<file path="src/common/dcache_pkg.sv">
package dcache_pkg;

    // address split for a 64 set, 8 byte line cache with 4 KiB pages
    localparam int OFFSET_W = 3;
    localparam int INDEX_W  = 6;
    localparam int TAG_LSB  = OFFSET_W + INDEX_W;
    localparam int TAG_W    = 32 - TAG_LSB;
    localparam int PAGE_W   = 12;

    typedef logic [31:0]           vaddr_t;
    typedef logic [31:0]           paddr_t;
    typedef logic [INDEX_W-1:0]    index_t;
    typedef logic [TAG_W-1:0]      tag_t;
    typedef logic [OFFSET_W-1:0]   offset_t;
    typedef logic [63:0]           line_t;
    typedef logic [31:0]           word_t;
    typedef logic [31-PAGE_W:0]    vpn_t;
    typedef logic [31-PAGE_W:0]    ppn_t;

    typedef struct packed {
        logic valid;
        vpn_t vpn;
        ppn_t ppn;
        logic pcd;
        logic writable;
    } tlb_entry_t;

    typedef struct packed {
        logic   hit;
        logic   pcd;
        logic   writable;
        paddr_t paddr;
    } tlb_resp_t;

    typedef enum logic [2:0] {
        IDLE,
        LOOKUP,
        COMPARE,
        BUS_WAIT,
        FILL,
        WRITE,
        RESPOND,
        FAULT
    } dc_state_e;

    // controller to datapath strobes
    typedef struct packed {
        logic req_addr_en;
        logic pa_en;
        logic staging_en;
        logic wdata_en;     // also picks the write address on req_addr_en
        logic second_sel;
        logic cnt_clr;
        logic cnt_inc;      // beats count while this is high
        logic array_write;
        logic valid_val;
    } dp_ctrl_t;

endpackage

</file>
<file path="src/dcache/dcache_datapath.sv">
`timescale 1ns/1ps

module dcache_datapath import dcache_pkg::*; (
    input  logic     clk,
    input  logic     reset,
    input  vaddr_t   rd_req_address,
    input  vaddr_t   wr_req_address,
    input  line_t    wr_req_data,
    input  logic     wr_size,
    input  paddr_t   tlb_paddr,
    input  dp_ctrl_t ctrl,
    input  word_t    mem_rdata,
    input  logic     mem_data_valid,
    input  line_t    array_line,
    output vaddr_t   vaddr,
    output paddr_t   mem_addr,
    output word_t    mem_wdata,
    output line_t    fill_line,
    output line_t    low_line,
    output offset_t  offset,
    output logic     second_needed,
    output logic     beat_done,
    output logic     second_line
);

    vaddr_t     req_addr;
    paddr_t     pa_q;
    paddr_t     pa_base;
    line_t      wdata_q;
    line_t      fill_q;
    line_t      staging_q;
    logic       size_q;
    logic       is_write;
    logic [1:0] beat_cnt;
    logic       beat;
    logic       from_fill;

    assign beat = ctrl.cnt_inc && mem_data_valid;

    always_ff @(posedge clk) begin
        if (ctrl.req_addr_en) begin
            req_addr <= ctrl.wdata_en ? wr_req_address : rd_req_address;
        end
        if (ctrl.pa_en) begin
            pa_q <= tlb_paddr;
        end
        if (ctrl.wdata_en) begin
            wdata_q <= wr_req_data;
        end
        if (ctrl.staging_en) begin
            staging_q <= fill_line;
        end
        // first beat is the low word of the line
        if (beat && !beat_cnt[0]) begin
            fill_q[31:0] <= mem_rdata;
        end
        if (beat && beat_cnt[0]) begin
            fill_q[63:32] <= mem_rdata;
        end
    end

    always_ff @(posedge clk) begin
        if (reset) begin
            is_write    <= 1'b0;
            size_q      <= 1'b0;
            second_line <= 1'b0;
            beat_cnt    <= 2'd0;
        end else begin
            if (ctrl.req_addr_en) begin
                is_write    <= ctrl.wdata_en;
                second_line <= 1'b0;
            end else if (ctrl.second_sel) begin
                second_line <= 1'b1;
            end
            if (ctrl.wdata_en) begin
                size_q <= wr_size;
            end
            if (ctrl.cnt_clr) begin
                beat_cnt <= 2'd0;
            end else if (beat) begin
                beat_cnt <= beat_cnt + 2'd1;
            end
        end
    end

    assign vaddr  = second_line ? req_addr + 32'd8 : req_addr;
    assign offset = req_addr[OFFSET_W-1:0];

    // a two word write at bit 2 touches the next line as well
    assign second_needed = is_write ? (size_q && req_addr[2]) : (req_addr[2:0] != 3'd0);
    assign beat_done     = (is_write && !size_q) ? (beat_cnt == 2'd1) : (beat_cnt == 2'd2);

    // current line, from a finished fill or from the array
    assign from_fill = !is_write && (beat_cnt == 2'd2);
    assign fill_line = from_fill ? fill_q : array_line;
    assign low_line  = second_line ? staging_q : fill_line;

    // fills start at the line base, writes at the word
    assign pa_base   = is_write ? pa_q : {pa_q[31:3], 3'b000};
    assign mem_addr  = beat_cnt[0] ? pa_base + 32'd4 : pa_base;
    assign mem_wdata = beat_cnt[0] ? wdata_q[63:32] : wdata_q[31:0];

endmodule

</file>
<file path="config.mk">
export PLATFORM = sky130hd
export DESIGN_NAME = dcache_datapath
export DESIGN_NICKNAME = d
export VERILOG_FILES = /design/src/common/dcache_pkg.sv /design/src/dcache/dcache_datapath.sv
export SDC_FILE = /design/constraint.sdc
export NUM_CORES = 1
export LEC_CHECK = 0
export BUFFER_PORTS_ARGS = -buffer_cell sky130_fd_sc_hd__buf_2
export CORE_AREA = 4 4 195 197
export CTS_BUF_LIST = sky130_fd_sc_hd__clkbuf_8
export CTS_CLUSTER_SIZE = 10
export DETAILED_ROUTE_END_ITERATION = 16
export DIE_AREA = 0 0 199 201
export PLACE_DENSITY_LB_ADDON = 0.1
export SYNTH_ARGS = -nofsm -noshare
export SYNTH_HDL_FRONTEND = slang
export SYNTH_SLANG_ARGS = --single-unit
</file>
<file path="constraint.sdc">
create_clock -name clk -period 4.95 [get_ports clk]
set_clock_uncertainty 0.1 [all_clocks]
set_input_delay 0.495 -clock clk [delete_from_list [all_inputs] [get_ports clk]]
set_output_delay 0.495 -clock clk [all_outputs]
set_load 0.02 [all_outputs]
</file>
==> results_dict.tcl <==
set metrics [dict create \
    power-per-cell-area_nw_per_um2 320 \
    core_um2 36300 \
    cts_made_buffers 47 \
    wire_per_inst_um 19.6 \
    start_util 0.316 \
    layout_min_cycle_time_ps 3570 \
    synth_cells 686 \
    dp_hpwl_mm 26.1 \
    drive_gt1_frac 0.556 \
    worstHoldPathCells 2 \
    track_usage 0.173 \
    post_cts_resized 0 \
    worstHoldPathType "primary input to register" \
    post-synth-top-area-cell "edfxtp_1" \
    nets 1607 \
    criticalPathCategory "register to primary output" \
    synthDistinctLibCells 31 \
    cap_viol_max_count 0 \
    synth_edf_count 256 \
    synth.most_common_cell "edfxtp_1" \
    slew_headroom 0.329 \
    vdd_ir_drop_max_mv 0.197 \
    cts.hold.buffers_added 129 \
    numPlacedInstances 1623 \
    drt-total-wl_mm 35.9 \
    htree_levels 2 \
    hold_slack_ps 65.6 \
    drtAntennaViolNets 0 \
    setup_tns_ps 0 \
    hold_viol 0 \
    clkSlewWorstSetupHoldPaths_ps 50 \
    power_leakage_nw 6.74 \
    status "completed" \
    vias_per_cell 4.58 \
    synth_area_per_cell_um2 16.7 \
    portBuffers 496 \
    multiInputGateArea_um2 3520 \
    n_fill_cell 3371 \
    regArea_um2 7790 \
    root_buffer "clkbuf_8" \
    yosys_warnings 0 \
    first_global_vias 9059 \
    route.detailed.drc 0 \
    fp.dieW_um 199 \
    synthTopCellsByCount "edfxtp_1, mux2_2, xnor2_1" \
    num_vias 8402 \
    ys_seq_area_frac 0.679 \
    design.die.area_um2 40000 \
    fin_crit_sh 0.722 \
    startpoint_type "register" \
    tightestPinTransition_ps 1010 \
    grt_start_max_net_pins 78 \
    cp_max_fo 64 \
    synthFlopType "edfxtp_1" \
    areaGrowthSynthToFinish_pct 44.4 \
    drt-initial-drc-count 318 \
    antenna_found_initial 6 \
    clk_path_buf_depth 3 \
    rsz0062_at_grt "no" \
    maxSlewViolCount 0 \
    rr_worst_depth 4 \
    worst_setup_path_end_kind "primary output" \
    post_cts_buffers 0 \
    clk_latency_ps 580 \
    grt_pass1_wl_mm 53.0 \
    synthTopCellsByArea "edfxtp_1, mux2_2, xnor2_1" \
    rows 70 \
    die_y_um 201 \
    grt-ovfl-total 0 \
    synth-seq-cells 261 \
    first_pass_iters 4 \
    async_flop_share 0 \
    synth_top_area_share 0.671 \
    fmax_mhz 280 \
    fin_cells 1835 \
    cts.sinks 261 \
    io_pins 499 \
    finalSetupViolCount 0 \
    cp_data_arrival_time_ps 2980 \
    gp_congestion 0.790 \
    syn_area_um2 11500 \
    cts_tree "built" \
    cp.required_ps 4360 \
    synth_nets 960 \
]
[state kept, by name, summed over array words and instances (netlist names)]
name	cells
fill_q	64
staging_q	64
wdata_q	64
pa_q	32
req_addr	32
beat_cnt	2
is_write	1
second_line	1
size_q	1
[per-stage QoR]
| stage | cell area, um^2 | setup slack [ps] | total power, mW | util |
|---|---|---|---|---|
| floorplan | 11500 | 2230 | 3.09 | - |
| global placement | 14400 | 1940 | 3.44 | 0.398 |
| detailed placement | 14400 | 1950 | 3.45 | 0.398 |
| CTS | 16500 | 1280 | 5.40 | 0.456 |
| global route | 16600 | 1110 | 5.56 | 0.456 |
| finish | 16600 | 1380 | 5.30 | 0.456 |
[worst paths after layout]
| check | start | slack, ps | to |
|---|---|---|---|
| worst max-delay path | beat_cnt[0]$_SDFFE_PP0P_ | 1380 | low_line[38] |
| worst min-delay path | reset | 70 | beat_cnt[0]$_SDFFE_PP0P_ |
| worst max register to register | beat_cnt[0]$_SDFFE_PP0P_ | 2630 | staging_q[40]$_DFFE_PP_ |
| worst min register to register | beat_cnt[1]$_SDFFE_PP0P_ | 440 | beat_cnt[1]$_SDFFE_PP0P_ |
[critical path, cell delays in order, from the launching register on]
cell      delay [ps]
dfxtp_2          320
inv_1            120
ha_1             270
nand2b_4         660
mux2_2           460
mux2_2           290
buf_2            170
[metal layers]
layer	wire, um	part of all wire	global-route usage
met1	13800	0.38	0.197
met2	17700	0.49	0.294
met3	3370	0.094	0.0596
met4	1090	0.030	0.0738
met5	27	0.00075	0
[layout by cell type (no fill, tap or decap), types with 7 or more instances in the layout]
cell	netlist	final
dlygate4sd3_1	0	129
edfxtp_1	256	256
nand2_1	24	24
xor2_1	11	11
nor2_1	14	12
buf_2	7	495
nand4_1	24	24
inv_1	3	25
clkbuf_8	0	48
nor3_1	10	10
and3_1	8	8
mux2_2	195	195
xnor2_1	47	47
buf_4	8	7
nand3_1	24	24
[power breakdown]
group	internal (mW)	total, mW	switching, mW	leakage, nW
clock	0.942	1.82	0.875	0.493
combinational	0.369	0.825	0.456	3.73
sequential	2.59	2.66	0.0691	2.51
total	3.90	5.30	1.40	6.74
[logic make-up (layout without fill, tap and decap cells)]
| logic type | count (synthesis) | count (layout) | share of synthesized area |
|---|---|---|---|
| AO/OA/AOI/OAI | 2 | 2 | 0.000873 |
| XOR/XNOR | 58 | 58 | 0.0443 |
| adder cells (fa/ha/maj) | 5 | 5 | 0.00546 |
| buffers and inverters | 37 | 714 | 0.0155 |
| flip-flops | 261 | 261 | 0.679 |
| multiplexers | 197 | 197 | 0.193 |
| other | 0 | 4 | 0 |
| AND/OR/NAND/NOR | 126 | 126 | 0.0610 |
[cell type report]
type | count | share of cell area
Multi-Input combinational cell | 388 | 0.213
Inverter | 4 | 0.000907
Sequential cell | 261 | 0.471
Tap cell | 468 | 0.0354
Clock inverter | 31 | 0.00922
Antenna cell | 4 | 0.000605
Clock buffer | 48 | 0.0399
Timing Repair Buffer | 631 | 0.231
No activity file was read; power rests on OpenSTA's default activity.
