**src/common/dcache_pkg.sv**
```systemverilog
package dcache_pkg;

    // address split for a 64 set, 8 byte line cache with 4 KiB pages
    localparam int OFFSET_W = 3;
    localparam int INDEX_W  = 6;
    localparam int TAG_LSB  = OFFSET_W + INDEX_W;
    localparam int TAG_W    = 32 - TAG_LSB;
    localparam int PAGE_W   = 12;

    typedef logic [31:0]           vaddr_t;
    typedef logic [31:0]           paddr_t;
    typedef logic [INDEX_W-1:0]    index_t;
    typedef logic [TAG_W-1:0]      tag_t;
    typedef logic [OFFSET_W-1:0]   offset_t;
    typedef logic [63:0]           line_t;
    typedef logic [31:0]           word_t;
    typedef logic [31-PAGE_W:0]    vpn_t;
    typedef logic [31-PAGE_W:0]    ppn_t;

    typedef struct packed {
        logic valid;
        vpn_t vpn;
        ppn_t ppn;
        logic pcd;
        logic writable;
    } tlb_entry_t;

    typedef struct packed {
        logic   hit;
        logic   pcd;
        logic   writable;
        paddr_t paddr;
    } tlb_resp_t;

    typedef enum logic [2:0] {
        IDLE,
        LOOKUP,
        COMPARE,
        BUS_WAIT,
        FILL,
        WRITE,
        RESPOND,
        FAULT
    } dc_state_e;

    // controller to datapath strobes
    typedef struct packed {
        logic req_addr_en;
        logic pa_en;
        logic staging_en;
        logic wdata_en;     // also picks the write address on req_addr_en
        logic second_sel;
        logic cnt_clr;
        logic cnt_inc;      // beats count while this is high
        logic array_write;
        logic valid_val;
    } dp_ctrl_t;

endpackage

```
**src/dcache/d_align.sv**
```systemverilog
`timescale 1ns/1ps

module d_align import dcache_pkg::*; (
    input  line_t   low_line,
    input  line_t   high_line,
    input  offset_t offset,
    output line_t   result
);

    logic [15:0][7:0] joined;

    assign joined = {high_line, low_line};

    // byte b of the result is byte offset+b of the pair
    always_comb begin
        for (int b = 0; b < 8; b++) begin
            result[b*8 +: 8] = joined[int'(offset) + b];
        end
    end

endmodule

```
**config.mk**
```make
export PLATFORM = sky130hd
export DESIGN_NAME = d_align
export DESIGN_NICKNAME = d
export VERILOG_FILES = /design/src/common/dcache_pkg.sv /design/src/dcache/d_align.sv
export SDC_FILE = /design/constraint.sdc
export NUM_CORES = 1
export LEC_CHECK = 0
export ABC_AREA = 1
export BUFFER_PORTS_ARGS = -buffer_cell sky130_fd_sc_hd__buf_2
export CORE_MARGIN = 5
export CORE_UTILIZATION = 30
export DETAILED_ROUTE_END_ITERATION = 7
export PLACE_DENSITY = 0.62
export SYNTH_ARGS = -nofsm -noshare
export SYNTH_HDL_FRONTEND = slang
export SYNTH_SLANG_ARGS = --single-unit
export TNS_END_PERCENT = 5
```
**constraint.sdc**
```tcl
create_clock -name vclk -period 2.82
set_clock_uncertainty 0.2 [all_clocks]
set_input_delay 0.423 -clock vclk [all_inputs]
set_output_delay 0.423 -clock vclk [all_outputs]
set_load 0.01 [all_outputs]
```
==> results of run 1 <==
[cell families (layout without fill, tap and decap cells)]
kind of cell	count (synthesis)	in the layout	share of synthesized area [%]
adders and majority gates	7	7	1.78
buffers and inverters	92	239	10.2
and+or+nand+nor	989	989	87.4
other	0	3	0
AOI/OAI and AO/OA	3	3	0.686
[power breakdown]
part	internal, uW	switching (uW)	leakage (uW)
clock network	0.000142	0	0.0000000190
logic	549	1030	0.00355
registers	0	0	0
total	549	1030	0.00355
[layer usage]
metal / share of wire (%) / vias to the layer above
li1: - / 3971
met1: 38 / 3792
met2: 45 / 598
met3: 11 / 103
met4: 5.7 / 4
met5: 0.080 / -
[cell type report]
cell class	count	area, um^2
multi-input cells	999	4420
diodes	3	7.51
well taps	216	270
fillers	1961	9940
inverters	13	51.3
repair buffers	226	1310
[metrics by stage]
step           hold WS [ns]  instances  cell area [um^2]
6_report               1.10       1457              6060
3_3_place_gp           1.10       1454              6060
3_5_place_dp           1.10       1454              6060
5_1_grt                1.14       1456              6060
2_1_floorplan         0.899       1091              4920
4_1_cts                1.11       1454              6060
[placed cells by master (no fill, tap or decap)]
cell type,n
buf_4,24
buf_2,194
a21oi_4,1
inv_4,1
ha_1,6
ha_2,1
diode_2,3
inv_1,10
nand2_1,522
buf_12,8
nand3_1,464
a21oi_2,2
inv_2,2
nand2_2,3
[cells in the mapped netlist (all sizes together)]
library cell  count
buf              63
nand2           525
ha                7
nand3           464
clkbuf           16
inv              13
a21oi             3
[worst max path at each step]
| stage | end | slack [ns] | from |
|---|---|---|---|
| after floorplan | result[20] | 0.05 | offset[1] |
| after global placement | result[62] | 0.20 | offset[1] |
| after detailed placement | result[62] | 0.17 | offset[1] |
| after CTS | result[62] | 0.17 | offset[1] |
| after global routing | result[62] | 0.01 | offset[1] |
| final | result[62] | 0.13 | offset[1] |
[critical path, stage by stage]
cell     delay [ns]
buf_2          0.10
inv_1          0.19
ha_2           0.36
inv_2          0.09
buf_4          0.30
nand3_1        0.15
nand3_1        0.09
nand2_1        0.05
nand2_1        0.06
nand2_1        0.09
buf_2          0.15
==> impl_results.md, run 1 <==
* Status: complete, no violations
* IO buf count at 195
* Sum Neg Setup Slack at 0 ns
* Busiest grt layer: met2
* Initial antenna violation count at 4
* Ranking of synthesized cells by area: nand3_1 47%, nand2_1 40%, buf_2 3.2%
* RePlAce Congestion at 1.00
* Net Count, Synth at roughly 1200
* Met3 GRT Util at roughly 4.5%
* Post-synth top area share at 47.2%
* Post-CTS Hold Buffers at 0
* Max-slew violation count at 0
* Starting Density at slightly above 30%
* Core Region at 16000 um^2
* Post-route DRC at 0
* Hold Crit Start: low_line[1]
* Die X at 138 um
* Worst setup margin at about 0.13 ns
* Critical Path AT at 2.06 ns
* Critical Path Start Type: primary input
* Crit path kind: primary input to output pin
* Type of destination of the critical path: output pin
* Hold/Removal Path Class: primary input to output pin
* DR pass1 iterations at 7
* LEAKAGE at between 0.003 and 0.004 uW
* Met1 Track Usage GR at around 34%
* Syn_area_per_cell at around 4.5 um^2
* Ports at just under 200
* Worst path required time at ~2.2 ns
* CLK BUF at 0
* Warnings from Yosys at 0
* Post-cts resize count at 0
* DIE HEIGHT at ~140 um
* Design Power at between 1500 and 2000 uW
* Grt met2 use at ~45%
* RSZ-0062 raised after global routing: false
* Row count at 46
* Max FO, Critical Path at 25
* FF+latch count at 0
* Via count at 8468
* First-pass GRT wire length at approximately 42000 um
* Synth unique cells at 15
* Pre-CTS WS at between 0.15 and 0.2 ns
* Post-synth top area cell: nand3_1
* Pwr dens at 260 nW/um^2
* Nets at between 1000 and 1500
* Final Hold Violating Endpoints at 0
* Min cycle time layout at approximately 2.7 ns
* Sequential area share after synthesis at 0%
* Area Growth Syn to Fin at 23.2%
* Detail Route Antenna Nets at 0
* Post-Syn Area at 4920 um^2
* GRT overflow at 0
* DRT Wirelength at approximately 28000 um
* Cells after Synth at 1091
* Post-CTS setup buffers at 0
* Fmax at around 370 MHz
* DP Wirelength at 22100 um
* Total track usage at between 20% and 30%
* Share of layout cells above drive strength 1 at 19.1%
* Max-Cap Viols at 0
* Largest net degree at the start of global routing at ~130
* Register area at 0 um^2
* Maximum vdd drop at ~130 uV
* Routed length per instance at between 15 and 20 um
* Cells on Worst Hold Path at 6
* Via-per-instance ratio at a little under 6
* Worst Hold End: result[1]
* Die area at approximately 19000 um^2
* Vias in the first global route at approximately 7700
* Max transition margin at ~64%
* Core Util, Final at a little under two fifths
* First DRT Iteration DRCs at 1235
* Final setup violation count at 0
* Worst Tran Pin Value at between 0.5 and 0.6 ns
* Period utilisation layout at 95.3%
Power figures use the tool's default switching activity.
==> inputs of run 2 (changes only) <==
--- a/config.mk
+++ b/config.mk
@@ -6,11 +6,11 @@
 export NUM_CORES = 1
 export LEC_CHECK = 0
 export ABC_AREA = 1
-export BUFFER_PORTS_ARGS = -buffer_cell sky130_fd_sc_hd__buf_2
 export CORE_MARGIN = 5
 export CORE_UTILIZATION = 30
 export DETAILED_ROUTE_END_ITERATION = 7
-export PLACE_DENSITY = 0.62
+export DONT_BUFFER_PORTS = 1
+export PLACE_DENSITY = 0.52
 export SYNTH_ARGS = -nofsm -noshare
 export SYNTH_HDL_FRONTEND = slang
 export SYNTH_SLANG_ARGS = --single-unit
==> impl_results.md, run 2 (synthesis results as in run 1) <==
* Most Frequent Cell on Critical Path: nand2_1
* Critical Path Start Type: primary input
* Sequential share of power at 0%
* Max FO, Critical Path at 64
* Slowest stage cell, crit path: ha_2
* Crit path kind: primary input to output pin
* Post-CTS Hold Buffers at 0
* Crit-path cells: inv_2 -> ha_2 -> inv_2 -> buf_12 -> nand3_1 -> nand3_1 -> nand2_1 -> nand2_1 -> nand2_1
* Psw at about 850 uW
* Post-CTS setup buffers at 0
* DIE HEIGHT at ~140 um
* Min cycle time layout at about 2.6 ns
* Detail Route Antenna Nets at 0
* RSZ-0062 raised after global routing: false
* Largest net degree at the start of global routing at ~140
* Placed inst area at between 4000 and 5000 um^2
* Area Growth Syn to Fin at 0.585%
* Total track usage at about a quarter
* Die X at between 100 and 150 um
* First DRT Iteration DRCs at 859
* Most common cell after layout, fill and taps aside: nand2_1
* DR pass1 iterations at 6
* Final Hold Violating Endpoints at 0
* Commonest cells after routing, fill and taps aside: 522 x nand2_1, 464 x nand3_1, 14 x buf_4
* CLK BUF at 0
* LEAKAGE at between 0.002 and 0.003 uW
* Core Util, Final at a little under a third
* Row count at 46
* Post-cts resize count at 0
* Max-Cap Viols at 0
* Max transition margin at ~63%
* Type of destination of the critical path: output pin
* Pre-CTS WS at ~0.33 ns
* Max-slew violation count at 0
* Hold/Removal Path Class: primary input to output pin
* Internal Pwr Total at ~370 uW
* IO buf count at 0
* Via count at 7491
* Number of diodes at 0
* Core Region at around 16000 um^2
* Register area at 0 um^2
* Post-route DRC at 0
* Critical Path AT at 1.95 ns
* Ports at just under 200
* Pwr dens at approximately 250 nW/um^2
* FF+latch count at 0
* Die area at 19100 um^2
* DP Wirelength at roughly 21000 um
* Starting Density at 30.8%
* Worst setup margin at 0.251 ns
* Initial antenna violation count at 1
* GRT overflow at 0
* Nets at 1171
* Clock share of power at 0%
* Sw frac at between 60% and 70%
* Fmax at between 300 and 400 MHz
* Family with the most delay on the worst path: buffers and inverters
* Maximum vdd drop at 75.7 uV
* Hold slack at 0.819 ns
* Share of layout cells above drive strength 1 at roughly 2.9%
* WP buf/inv at 3
* Routed length per instance at roughly 21 um
* Largest stage delay, worst path at 0.36 ns
* DRT Wirelength at 26600 um
* Status: complete, no violations
* Sum Neg Setup Slack at 0 ns
* Combinational share of power at 100.0%
* Post-Layout Inst Area at 4950 um^2
* Worst path required time at between 2 and 2.5 ns
* Via-per-instance ratio at roughly 6.0
* Period utilisation layout at between 90% and 100%
* Vias in the first global route at between 7000 and 8000
* Final setup violation count at 0
* RePlAce Congestion at 1.04
* First-pass GRT wire length at roughly 41000 um
* Worst Tran Pin Value at between 0.5 and 0.6 ns
## run 2: cell count changes in the layout (fill, tap and decap cells not counted)
cell	previous run	this run
inv_1	10	9
inv_2	2	3
buf_2	194	0
buf_4	24	14
diode_2	3	0
buf_12	8	5
## run 2: path summary, 6_finish.rpt
kind	startpoint	to	slack, ns	depth (start not counted)
max	offset[1]	result[45]	0.25	9
min	offset[2]	result[37]	0.82	2
## run 2: power by group through the flow
| stage | registers, uW | logic [uW] | clock network, uW |
|---|---|---|---|
| 2_1_floorplan | 0 | 967 | 0 |
| 3_3_place_gp | 0 | 1200 | 0 |
| 3_5_place_dp | 0 | 1210 | 0 |
| 4_1_cts | 0 | 1210 | 0 |
| 5_1_grt | 0 | 1360 | 0 |
| 6_report | 0 | 1220 | 0 |
## run 2: layout make-up
| class | count | area [um^2] |
|---|---|---|
| Inverter | 13 | 51.3 |
| Tap cell | 216 | 270 |
| Fill cell | 1962 | 11000 |
| Multi-Input combinational cell | 999 | 4420 |
| Timing Repair Buffer | 19 | 205 |
## run 2: layer usage
layer	vias up	track usage [%]	wire, um
met1	3334	28.0	8670
met2	508	45.0	12400
met4	2	12.3	1550
met5	-	0	20
li1	3547	-	-
met3	100	10.6	3980
## run 2: stage by stage
stage,std cells,power (uW)
global route,1247,1360
CTS,1247,1210
global placement,1247,1200
floorplan,1091,967
detailed placement,1247,1210
finish,1247,1220
