===== src/common/dcache_pkg.sv =====
package dcache_pkg;

    // address split for a 64 set, 8 byte line cache with 4 KiB pages
    localparam int OFFSET_W = 3;
    localparam int INDEX_W  = 6;
    localparam int TAG_LSB  = OFFSET_W + INDEX_W;
    localparam int TAG_W    = 32 - TAG_LSB;
    localparam int PAGE_W   = 12;

    typedef logic [31:0]           vaddr_t;
    typedef logic [31:0]           paddr_t;
    typedef logic [INDEX_W-1:0]    index_t;
    typedef logic [TAG_W-1:0]      tag_t;
    typedef logic [OFFSET_W-1:0]   offset_t;
    typedef logic [63:0]           line_t;
    typedef logic [31:0]           word_t;
    typedef logic [31-PAGE_W:0]    vpn_t;
    typedef logic [31-PAGE_W:0]    ppn_t;

    typedef struct packed {
        logic valid;
        vpn_t vpn;
        ppn_t ppn;
        logic pcd;
        logic writable;
    } tlb_entry_t;

    typedef struct packed {
        logic   hit;
        logic   pcd;
        logic   writable;
        paddr_t paddr;
    } tlb_resp_t;

    typedef enum logic [2:0] {
        IDLE,
        LOOKUP,
        COMPARE,
        BUS_WAIT,
        FILL,
        WRITE,
        RESPOND,
        FAULT
    } dc_state_e;

    // controller to datapath strobes
    typedef struct packed {
        logic req_addr_en;
        logic pa_en;
        logic staging_en;
        logic wdata_en;     // also picks the write address on req_addr_en
        logic second_sel;
        logic cnt_clr;
        logic cnt_inc;      // beats count while this is high
        logic array_write;
        logic valid_val;
    } dp_ctrl_t;

endpackage


===== src/dcache/dcache_controller.sv =====
`timescale 1ns/1ps

module dcache_controller import dcache_pkg::*; (
    input  logic      clk,
    input  logic      reset,
    input  logic      rd_req_valid,
    input  logic      rd_dp_ready,
    input  logic      wr_req_valid,
    input  logic      cache_hit,
    input  tlb_resp_t tlb,
    input  logic      second_needed,
    input  logic      beat_done,
    input  logic      second_line,
    input  logic      mem_data_valid,
    input  logic      grant_in,
    input  logic      bus_busy_in,
    output logic      rd_req_ready,
    output logic      rd_dp_valid,
    output logic      wr_req_ready,
    output logic      page_fault,
    output dp_ctrl_t  ctrl,
    output logic      mem_req,
    output logic      mem_rd_wr,
    output logic      bus_busy_out,
    output logic      grant_out
);

    dc_state_e state;
    dc_state_e state_next;
    logic      is_write;
    logic      take_rd;
    logic      take_wr;
    logic      xfer;
    logic      fault;
    logic      next_line;

    // reads win when both ports ask in the same cycle
    assign take_rd   = (state == IDLE) && rd_req_valid;
    assign take_wr   = (state == IDLE) && wr_req_valid && !rd_req_valid;
    assign xfer      = (state == FILL) || (state == WRITE);
    assign fault     = !tlb.hit || (is_write && !tlb.writable);
    assign next_line = second_needed && !second_line;

    always_ff @(posedge clk) begin
        if (reset) begin
            state    <= IDLE;
            is_write <= 1'b0;
        end else begin
            state <= state_next;
            if (take_rd || take_wr) begin
                is_write <= take_wr;
            end
        end
    end

    always_comb begin
        state_next = state;
        ctrl       = '0;
        case (state)
            IDLE: begin
                if (take_rd || take_wr) begin
                    ctrl.req_addr_en = 1'b1;
                    ctrl.wdata_en    = take_wr;
                    ctrl.cnt_clr     = 1'b1;
                    state_next       = LOOKUP;
                end
            end
            LOOKUP: begin
                // translation is already valid here, so faults leave early
                state_next = fault ? FAULT : COMPARE;
            end
            COMPARE: begin
                // a write keeps the address of its first line
                ctrl.pa_en = !(is_write && second_line);
                if (is_write) begin
                    ctrl.array_write = cache_hit;
                    if (next_line) begin
                        ctrl.second_sel = 1'b1;
                        ctrl.cnt_clr    = 1'b1;
                        state_next      = LOOKUP;
                    end else begin
                        state_next = BUS_WAIT;
                    end
                end else if (tlb.pcd || !cache_hit) begin
                    state_next = BUS_WAIT;
                end else if (next_line) begin
                    ctrl.staging_en = 1'b1;
                    ctrl.second_sel = 1'b1;
                    ctrl.cnt_clr    = 1'b1;
                    state_next      = LOOKUP;
                end else begin
                    state_next = RESPOND;
                end
            end
            BUS_WAIT: begin
                if (grant_in && !bus_busy_in) begin
                    state_next = is_write ? WRITE : FILL;
                end
            end
            FILL: begin
                ctrl.cnt_inc = 1'b1;
                if (beat_done) begin
                    // uncacheable data goes straight to the response
                    ctrl.array_write = !tlb.pcd;
                    ctrl.valid_val   = 1'b1;
                    if (next_line) begin
                        ctrl.staging_en = 1'b1;
                        ctrl.second_sel = 1'b1;
                        ctrl.cnt_clr    = 1'b1;
                        state_next      = LOOKUP;
                    end else begin
                        state_next = RESPOND;
                    end
                end
            end
            WRITE: begin
                ctrl.cnt_inc = 1'b1;
                if (beat_done) begin
                    state_next = IDLE;
                end
            end
            RESPOND: begin
                if (rd_dp_ready) begin
                    state_next = IDLE;
                end
            end
            FAULT: begin
                state_next = IDLE;
            end
            default: begin
                state_next = IDLE;
            end
        endcase
    end

    assign rd_req_ready = (state == IDLE);
    assign wr_req_ready = (state == IDLE) && !rd_req_valid;
    assign rd_dp_valid  = (state == RESPOND);
    assign page_fault   = (state == FAULT);
    assign bus_busy_out = xfer;
    assign mem_rd_wr    = (state == WRITE);

    // request drops while its beat is answered, then rises for the next one
    assign mem_req = xfer && !beat_done && !mem_data_valid;

    // hold the grant back from downstream while we want the bus
    assign grant_out = grant_in && !(xfer || (state == BUS_WAIT));

endmodule


===== config.mk =====
export PLATFORM = sky130hd
export DESIGN_NAME = dcache_controller
export DESIGN_NICKNAME = d
export VERILOG_FILES = /design/src/common/dcache_pkg.sv /design/src/dcache/dcache_controller.sv
export SDC_FILE = /design/constraint.sdc
export NUM_CORES = 1
export LEC_CHECK = 0
export ABC_AREA = 1
export BUFFER_PORTS_ARGS = -buffer_cell sky130_fd_sc_hd__buf_2
export CAP_MARGIN = 20
export CELL_PAD_IN_SITES_DETAIL_PLACEMENT = 0
export CELL_PAD_IN_SITES_GLOBAL_PLACEMENT = 1
export CORE_MARGIN = 4
export CORE_UTILIZATION = 18
export CTS_CLUSTER_DIAMETER = 40
export DETAILED_ROUTE_END_ITERATION = 10
export MAX_ROUTING_LAYER = met4
export PLACE_DENSITY_LB_ADDON = 0.1
export SETUP_SLACK_MARGIN = 0.2
export SYNTH_ARGS = -nofsm -noshare
export SYNTH_HDL_FRONTEND = slang
export SYNTH_SLANG_ARGS = --single-unit

===== constraint.sdc =====
create_clock -name clk -period 2.5 [get_ports clk]
set_clock_uncertainty 0.05 [all_clocks]
set_input_delay 0.25 -clock clk [delete_from_list [all_inputs] [get_ports clk]]
set_output_delay 0.25 -clock clk [all_outputs]
set_load 0.01 [all_outputs]

==> flow_metrics.py, run 1 <==
metrics = {
    "clock_tree": {
        "post_cts_resized": 0,
        "holdBufCountCts": 0,
        "cts_tree": "built",
        "cts_buffers": 3,
        "insertion_delay_ps": 230,
        "post-cts-setup-buffer-count": 0,
        "root_buffer": "clkbuf_4",
        "clk_path_buf_depth": 2,
        "cts_num_sinks": 4,
        "h-tree-depth": 1,
        "cts.clk_slew.worst_paths_ps": 40,
    },
    "synth": {
        "synth_edf_count": 0,
        "synth_area_per_cell_sq_um": 5.23,
        "synth_top_area_share": 0.191,
        "yosysMostFrequentCell": "nand2_1",
        "ys_ff_latch": 4,
        "synth_cells": 94,
        "synth_flop_cell": "dfxtp_1",
        "synth_seq_area_share": 0.163,
        "synthTopCellsByArea": "nand2_1 (19%), dfxtp_1 (16%), nor2_1 (13%)",
        "synthArstFlopShare": 0,
        "ys_warn_count": 0,
        "syn-num-nets": 141,
        "netlist_area_sq_um": 492,
        "synth_common_cells": "nand2_1 (25), nor2_1 (17), inv_1 (14), nand3_1 (8)",
        "yosysUniqueCellTypes": 19,
        "synth_top_area_cell": "nand2_1",
    },
    "placement": {
        "dpl_cell_area_sq_um": 666,
        "port_buffers": 31,
        "gp_congestion": 0.717,
        "place_hpwl_mm": 1.35,
        "post-place-cells": 153,
    },
    "setup_path": {
        "startpoint": "state[1]",
        "end_kind": "output pin",
        "slowest_stage": "dfxtp_1",
        "max_stage_delay_ps": 490,
        "path_class": "reg -> out",
        "cp_max_fo": 8,
        "crit_chain": "nand2_1 -> nor2_2 -> inv_1 -> o31ai_1 -> buf_2",
        "worst-r2r-cell-count": 9,
        "worstSetupStartpointType": "register",
        "regToRegStartpoint": "state[1]",
        "crit_arrival_ps": 1500,
        "cp.required_ps": 2200,
    },
    "drt": {
        "drt-total-wl_mm": 1.56,
        "wl_per_cell_um": 10.0,
        "first_pass_iters": 4,
        "routed-via-count": 648,
        "final_antenna_net_count": 0,
        "via_per_inst": 4.15,
        "drc": 0,
        "drtIter0Drc": 19,
    },
    "floorplanning": {
        "std_cell_rows": 18,
        "top_level_ports": 64,
        "die_area_sq_um": 3630,
        "die_h_um": 60.3,
        "die_w_um": 60.3,
        "initial_core_util": 0.193,
        "core_sq_um": 2540,
    },
    "timing": {
        "worst_pin_slew_ps": 313,
        "setup_violations": 0,
        "fmax_ghz": 0.555,
        "setup_tns_ps": 0,
        "period_needed_ps": 1800,
        "hold_violations": 0,
        "maxSlewViolCount": 0,
        "finalCritPeriodShare": 0.721,
        "rsz0062_at_grt": "false",
        "slew_headroom": 0.791,
    },
    "layout": {
        "nNetsFinal": 175,
        "synthToLayoutAreaGrowth_pct": 39.9,
        "drive_gt1_frac": 0.357,
        "finish.utilization": 0.270,
        "antenna-diode-count": 0,
        "stdcell_count": 156,
        "fin_area_sq_um": 688,
    },
    "power_and_ir_drop": {
        "vdd.ir_drop.worst_mv": 0.361,
        "pwr-share-clk": 0.122,
        "p_comb_frac": 0.668,
        "power_switching_uw": 337,
        "leakagePower_uw": 0.000420,
        "internal_power_uw": 298,
        "power_density_nw_per_um2": 924,
        "total_power_uw": 636,
        "switching_share": 0.531,
        "seqPwrFrac": 0.211,
    },
    "min_path": {
        "whs_path_depth": 2,
        "hp-start": "reset",
        "min_path_type": "in -> reg",
    },
    "global_route": {
        "grt_overflow": 0,
        "antenna_found_initial": 0,
        "grt_pass1_wl_mm": 2.42,
        "grt_pass1_vias": 583,
        "grt_max_degree": 9,
        "track_usage": 0.0908,
    },
    "outcome": {
        "status": "complete, no violations",
    },
    "flow_run": {
        "cap_violations": 0,
    },
}
-- cell families after synthesis --
logic type,synth area share
compound gates,0.125
buf+inv,0.176
flops,0.163
simple gates,0.537
-- final cells by class --
type	instances	area [sq um]
clock buffer	3	22.5
fill	304	1860
tap	30	37.5
multi-input combinational	70	325
sequential	4	80.1
inverter	18	67.6
timing repair buffer	31	155
-- state kept, by name (all words and copies together), names as in the netlist --
name and cells:
is_write 1, state 3
-- per-layer routing --
layer / track usage / vias to the layer above / part of all wire
met5: - / - / 0
met4: 0.00949 / 0 / 0
met3: 0.0281 / 0 / 0.095
met2: 0.137 / 28 / 0.41
met1: 0.122 / 263 / 0.49
li1: - / 357 / -
-- cell usage in the layout, fill, tap and decap left out --
cell / count
nand2_2: 3
clkbuf_4: 3
o21ai_0: 3
nand3b_1: 1
inv_1: 14
dfxtp_1: 4
inv_2: 4
nand2_1: 25
nor3_1: 2
o21ai_2: 1
nor2_1: 17
buf_2: 31
nand4_1: 1
nor2_2: 2
nand3_1: 8
nor2_4: 1
o31ai_1: 1
a21oi_1: 4
a32o_1: 1
-- power by group through the flow --
stage / Combinational, uW / Clock, uW / Sequential (uW)
after floorplan: 320 / 0 / 114
after global placement: 435 / 0 / 136
after detailed placement: 430 / 0 / 135
after CTS: 433 / 81.6 / 134
after global routing: 487 / 88.5 / 137
final: 424 / 77.5 / 134
-- through the flow --
stage / setup slack [ps] / hold slack (ps)
after global routing: 545 / 175
after global placement: 918 / 415
after floorplan: 1110 / 269
after detailed placement: 957 / 421
final: 698 / 179
after CTS: 685 / 174
-- worst paths after layout --
path              end  slack (ps)
min          state[1]         180
max reg2reg  state[0]        1080
max           ctrl[6]         700
min reg2reg  is_write         500
-- worst max-delay path, delay by kind of cell, from the launching register on --
family          cells  cell delay [ps]
buf+inv             2              260
simple gates        2              330
flops               1              490
compound gates      1              190
No activity file was read; power rests on OpenSTA's default activity.
==> inputs of run 2 (changes only) <==
--- a/config.mk
+++ b/config.mk
@@ -11,7 +11,7 @@
 export CELL_PAD_IN_SITES_DETAIL_PLACEMENT = 0
 export CELL_PAD_IN_SITES_GLOBAL_PLACEMENT = 1
 export CORE_MARGIN = 4
-export CORE_UTILIZATION = 18
+export CORE_UTILIZATION = 15
 export CTS_CLUSTER_DIAMETER = 40
 export DETAILED_ROUTE_END_ITERATION = 10
 export MAX_ROUTING_LAYER = met4
==> constraint.sdc (replaced) <==
create_clock -name clk -period 1.5 [get_ports clk]
set_clock_uncertainty 0.05 [all_clocks]
set_input_delay 0.15 -clock clk [delete_from_list [all_inputs] [get_ports clk]]
set_output_delay 0.15 -clock clk [all_outputs]
set_load 0.01 [all_outputs]
==> run 2 against run 1 <==
Effect of this change: utilization increased by 5.2 points; critical path type unchanged; global-route usage down 0.16 points; total power rose to 2.6 times the previous value; largest power group unchanged; final area grew 45%; critical path depth grew 2; first-iteration DRC count fell by 11%; non-clock buffer count grew 16.
==> flow_metrics.py, run 2 (synthesized netlist as in run 1, its figures left out) <==
metrics = {
    "placement": {
        "dpl_cell_area_sq_um": 728,
        "port_buffers": 31,
        "place_hpwl_mm": 1.55,
        "gp_congestion": 0.767,
    },
    "layout": {
        "antenna-diode-count": 0,
        "final_cell_mix": "buf_2 (28), nand2_1 (20), nor2_1 (12), inv_1 (11), buf_4 (10)",
        "final_common_cell": "buf_2",
        "drive_gt1_frac": 0.592,
        "reg_top3": "state: 3 flops, is_write: 1 flops",
        "largest_reg_flops": 3,
        "top_register": "state",
        "synthToLayoutAreaGrowth_pct": 103,
        "fin_area_sq_um": 1000,
        "nNetsFinal": 191,
    },
    "floorplanning": {
        "die_area_sq_um": 4260,
        "core_sq_um": 3100,
        "die_h_um": 65.3,
        "top_level_ports": 64,
        "initial_core_util": 0.158,
        "die_w_um": 65.3,
        "std_cell_rows": 20,
    },
    "timing": {
        "fmax_ghz": 0.690,
        "slew_headroom": 0.783,
        "finalCritPeriodShare": 0.967,
        "worst_pin_slew_ps": 325,
        "rsz0062_at_grt": "true",
        "period_needed_ps": 1450,
        "maxSlewViolCount": 0,
        "hold_violations": 0,
        "setup_violations": 0,
        "setup_tns_ps": 0,
    },
    "global_route": {
        "met2_usage": 0.164,
        "track_usage": 0.0892,
        "grt_util_met1": 0.0976,
        "grt_pass1_wl_mm": 2.99,
        "grtUsageMet3": 0.0171,
        "grt_pass1_vias": 743,
        "busiest_layer": "met2",
        "grt_overflow": 0,
        "antenna_found_initial": 0,
        "grt_max_degree": 7,
    },
    "min_path": {
        "hp-start": "reset",
        "min_path_type": "in -> reg",
        "min_to": "state[1]",
        "whs_path_depth": 2,
    },
    "clock_tree": {
        "h-tree-depth": 1,
        "clk_path_buf_depth": 2,
        "cts_tree": "built",
        "cts.clk_slew.worst_paths_ps": 40,
        "insertion_delay_ps": 240,
        "cts_buffers": 3,
        "holdBufCountCts": 0,
        "root_buffer": "clkbuf_4",
        "cts_num_sinks": 4,
    },
    "power_and_ir_drop": {
        "leakagePower_uw": 0.000525,
        "pwr-share-clk": 0.083,
        "p_comb_frac": 0.781,
        "internal_power_uw": 862,
        "seqPwrFrac": 0.136,
        "switching_share": 0.480,
        "power_density_nw_per_um2": 1660,
        "power_switching_uw": 794,
        "vdd.ir_drop.worst_mv": 0.480,
    },
    "outcome": {
        "status": "complete, no violations",
    },
    "setup_path": {
        "crit_arrival_ps": 1250,
        "worst-r2r-cell-count": 11,
        "path_class": "reg -> out",
        "slowest_stage": "dfxtp_4",
        "end_kind": "output pin",
        "regToRegStartpoint": "state[1]",
        "cp.required_ps": 1300,
        "crit_family": "flip-flops",
        "cp_max_fo": 4,
        "max_stage_delay_ps": 350,
        "worstSetupStartpointType": "register",
        "r2r_slack_ps": 80,
        "worstPathBufferInverterCount": 3,
        "crit_chain": "buf_6 -> inv_4 -> nand2_4 -> nor2_4 -> nand3_2 -> o31ai_2 -> buf_2",
        "r2r-end": "state[0]",
        "startpoint": "state[1]",
    },
    "drt": {
        "via_per_inst": 4.05,
        "final_antenna_net_count": 0,
        "drt-total-wl_mm": 1.91,
        "first_pass_iters": 4,
        "routed-via-count": 754,
        "drtIter0Drc": 17,
        "drc": 0,
        "wl_per_cell_um": 10.2,
    },
    "flow_run": {
        "cap_violations": 0,
    },
}
[run 2: changes by cell type in the layout (fill, tap and decap cells not counted), moves of 5 or more]
cell     change
buf_4       +10
buf_6        +8
nand2_1      -5
nor2_1       -5
nor2_4       +5
[run 2: layout make-up]
class | count | area, sq um
multi-input combinational | 70 | 433
sequential | 4 | 91.3
inverter | 18 | 72.6
timing repair buffer | 47 | 325
fill | 372 | 2100
tap | 44 | 55.1
clock buffer | 3 | 22.5
[run 2: stage by stage]
step	cells	util	setup slack (ps)	hold WS, ps	power [uW]
floorplan	94	-	205	169	723
global placement	173	0.235	117	319	1040
detailed placement	173	0.235	136	314	1030
CTS	179	0.271	-11.5	57.9	1340
global route	186	0.322	-22.0	84.1	1780
finish	186	0.322	50.0	78.4	1660
[run 2: worst max-delay path by stage]
stage              end  slack [ps]  cells past startpoint
2_1_floorplan  ctrl[1]         210                      5
3_3_place_gp   ctrl[6]         120                      7
3_5_place_dp   ctrl[6]         140                      7
4_1_cts        ctrl[6]         -10                      7
5_1_grt        mem_req         -20                      6
6_report       ctrl[6]          50                      7
[run 2: power by group through the flow]
stage	Sequential [uW]	Combinational, uW	Clock, uW
final	226	1290	138
after global routing	232	1400	150
after CTS	221	972	142
after detailed placement	203	827	0
after global placement	206	838	0
after floorplan	190	533	0
[run 2: timing repair]
| action | 4_1_cts | 5_1_grt |
|---|---|---|
| endpoints found under the setup margin | 14 | 17 |
| pin swaps | 3 | 7 |
| setup buffers | 3 | 7 |
| gates resized for setup | 20 | 25 |
[run 2: metal layers]
metal,vias to the layer above,routed length [um]
li1,388,-
met1,347,819
met2,17,997
met3,2,77
met4,0,10
met5,-,0
==> inputs of run 3 (changes only) <==
--- a/config.mk
+++ b/config.mk
@@ -8,10 +8,10 @@
 export ABC_AREA = 1
 export BUFFER_PORTS_ARGS = -buffer_cell sky130_fd_sc_hd__buf_2
 export CAP_MARGIN = 20
-export CELL_PAD_IN_SITES_DETAIL_PLACEMENT = 0
-export CELL_PAD_IN_SITES_GLOBAL_PLACEMENT = 1
+export CELL_PAD_IN_SITES_DETAIL_PLACEMENT = 2
+export CELL_PAD_IN_SITES_GLOBAL_PLACEMENT = 2
 export CORE_MARGIN = 4
-export CORE_UTILIZATION = 15
+export CORE_UTILIZATION = 10
 export CTS_CLUSTER_DIAMETER = 40
 export DETAILED_ROUTE_END_ITERATION = 10
 export MAX_ROUTING_LAYER = met4
==> run 3 against run 2 <==
Effect of this change: register-to-register slack better by 100 ps; count of clock-buffer cells in the layout did not move; total power up 17%; largest cell class unchanged; highest routed layer unchanged.
==> flow_metrics.py, run 3 (synthesized netlist as in run 1, its figures left out) <==
metrics = {
    "placement": {
        "gp_congestion": 0.698,
        "port_buffers": 31,
        "post-place-cells": 195,
        "place_hpwl_mm": 1.96,
    },
    "drt": {
        "highest_layer": "met4",
        "wl_met3_um": 100,
        "drt-total-wl_mm": 2.50,
        "first_pass_iters": 3,
        "routed-via-count": 770,
        "dr_wl_met2_mm": 1.40,
        "final_antenna_net_count": 0,
        "wl_per_cell_um": 12.0,
        "drc": 0,
        "met1_length_um": 976,
        "via_per_inst": 3.70,
        "drtIter0Drc": 16,
    },
    "min_path": {
        "min_to": "state[2]",
        "hp-start": "reset",
        "whs_path_depth": 2,
        "min_path_type": "in -> reg",
    },
    "global_route": {
        "antenna_found_initial": 0,
        "grt_max_degree": 8,
        "grt_overflow": 0,
        "track_usage": 0.0844,
        "grt_pass1_wl_mm": 4.02,
        "grt_pass1_vias": 873,
    },
    "layout": {
        "reg_top3": "state: 3 flops, is_write: 1 flops",
        "fill_cells": 587,
        "final_common_cell": "buf_2",
        "seqCellArea_sq_um": 91.3,
        "synthToLayoutAreaGrowth_pct": 122,
        "largest_reg_flops": 3,
        "drive_gt1_frac": 0.589,
        "final_cell_mix": "buf_2 (26), nand2_1 (22), buf_4 (11), inv_1 (10), nor2_1 (10)",
        "antenna-diode-count": 0,
        "stdcell_count": 208,
        "nNetsFinal": 190,
        "top_register": "state",
        "multi_input_area_sq_um": 475,
    },
    "outcome": {
        "status": "complete, no violations",
    },
    "timing": {
        "setup_violations": 0,
        "rsz0062_at_grt": "true",
        "period_needed_ps": 1450,
        "worst_pin_slew_ps": 340,
        "fmax_ghz": 0.690,
        "slew_headroom": 0.773,
        "hold_violations": 0,
        "maxSlewViolCount": 0,
        "finalCritPeriodShare": 0.967,
    },
    "setup_path": {
        "worstSetupStartpointType": "register",
        "path_class": "reg -> out",
        "cp_max_fo": 3,
        "worst-r2r-cell-count": 9,
        "end_kind": "output pin",
        "cp.required_ps": 1300,
        "r2r-end": "state[0]",
        "r2r_slack_ps": 180,
        "crit_arrival_ps": 1250,
        "regToRegStartpoint": "state[1]",
    },
    "clock_tree": {
        "cts_num_sinks": 4,
        "root_buffer": "clkbuf_8",
        "clk_path_buf_depth": 2,
        "h-tree-depth": 1,
        "cts_tree": "built",
        "insertion_delay_ps": 220,
        "holdBufCountCts": 0,
        "cts_buffers": 3,
        "cts.clk_slew.worst_paths_ps": 30,
    },
    "floorplanning": {
        "die_area_sq_um": 6100,
        "die_h_um": 78.1,
        "std_cell_rows": 25,
        "die_w_um": 78.1,
        "core_sq_um": 4750,
        "initial_core_util": 0.103,
        "top_level_ports": 64,
    },
    "power_and_ir_drop": {
        "vdd.ir_drop.worst_mv": 0.345,
        "leakagePower_uw": 0.000547,
        "total_power_uw": 1930,
        "power_density_nw_per_um2": 1770,
    },
    "flow_run": {
        "cap_violations": 0,
    },
}
-- run 3: worst max path at each step --
stage | to | from | slack [ps] | cells after the start
after CTS | ctrl[6] | state[0] | 30 | 6
after global placement | state[0] | state[1] | 60 | 9
after detailed placement | ctrl[6] | state[1] | 50 | 5
after global routing | ctrl[1] | state[0] | -30 | 6
final | ctrl[1] | state[2] | 50 | 5
after floorplan | ctrl[1] | state[1] | 210 | 5
-- run 3: layer usage --
metal,up-vias,global-route usage
met2,20,0.154
met4,0,0.0210
met1,360,0.0937
met5,-,-
li1,386,-
met3,4,0.0172
-- run 3: final cells by class --
| cell class | instances | share of cell area |
|---|---|---|
| multi-input combinational | 70 | 0.436 |
| timing repair buffer | 46 | 0.296 |
| tap | 67 | 0.0769 |
| clock buffer | 3 | 0.0379 |
| sequential | 4 | 0.0838 |
| inverter | 18 | 0.0689 |
-- run 3: critical path, cell delays in order (launching register included) --
cell and delay (ps):
dfxtp_4 380, buf_6 130, nor2_4 50, buf_6 110, a32o_1 230, buf_2 130
-- run 3: power by group --
| part | internal [uW] | switching [uW] | leakage (uW) |
|---|---|---|---|
| logic | 692 | 757 | 0.000490 |
| registers | 166 | 84.3 | 0.0000349 |
| clock network | 171 | 58.6 | 0.0000216 |
-- run 3: per-stage QoR --
stage	cell area, sq um	setup TNS [ps]	setup slack [ps]	utilization	hold WS, ps
3_5_place_dp	749	0	54.9	0.158	329
5_1_grt	1090	-48.7	-26.0	0.229	102
3_3_place_gp	749	0	57.2	0.158	332
4_1_cts	938	0	28.6	0.197	89.2
2_1_floorplan	492	0	205	-	169
6_report	1090	0	49.7	0.229	100
-- run 3: repair_timing --
action,CTS,global route
pin swaps,1,9
setup buffers,7,3
gates resized for setup,29,24
setup endpoints to repair,17,17
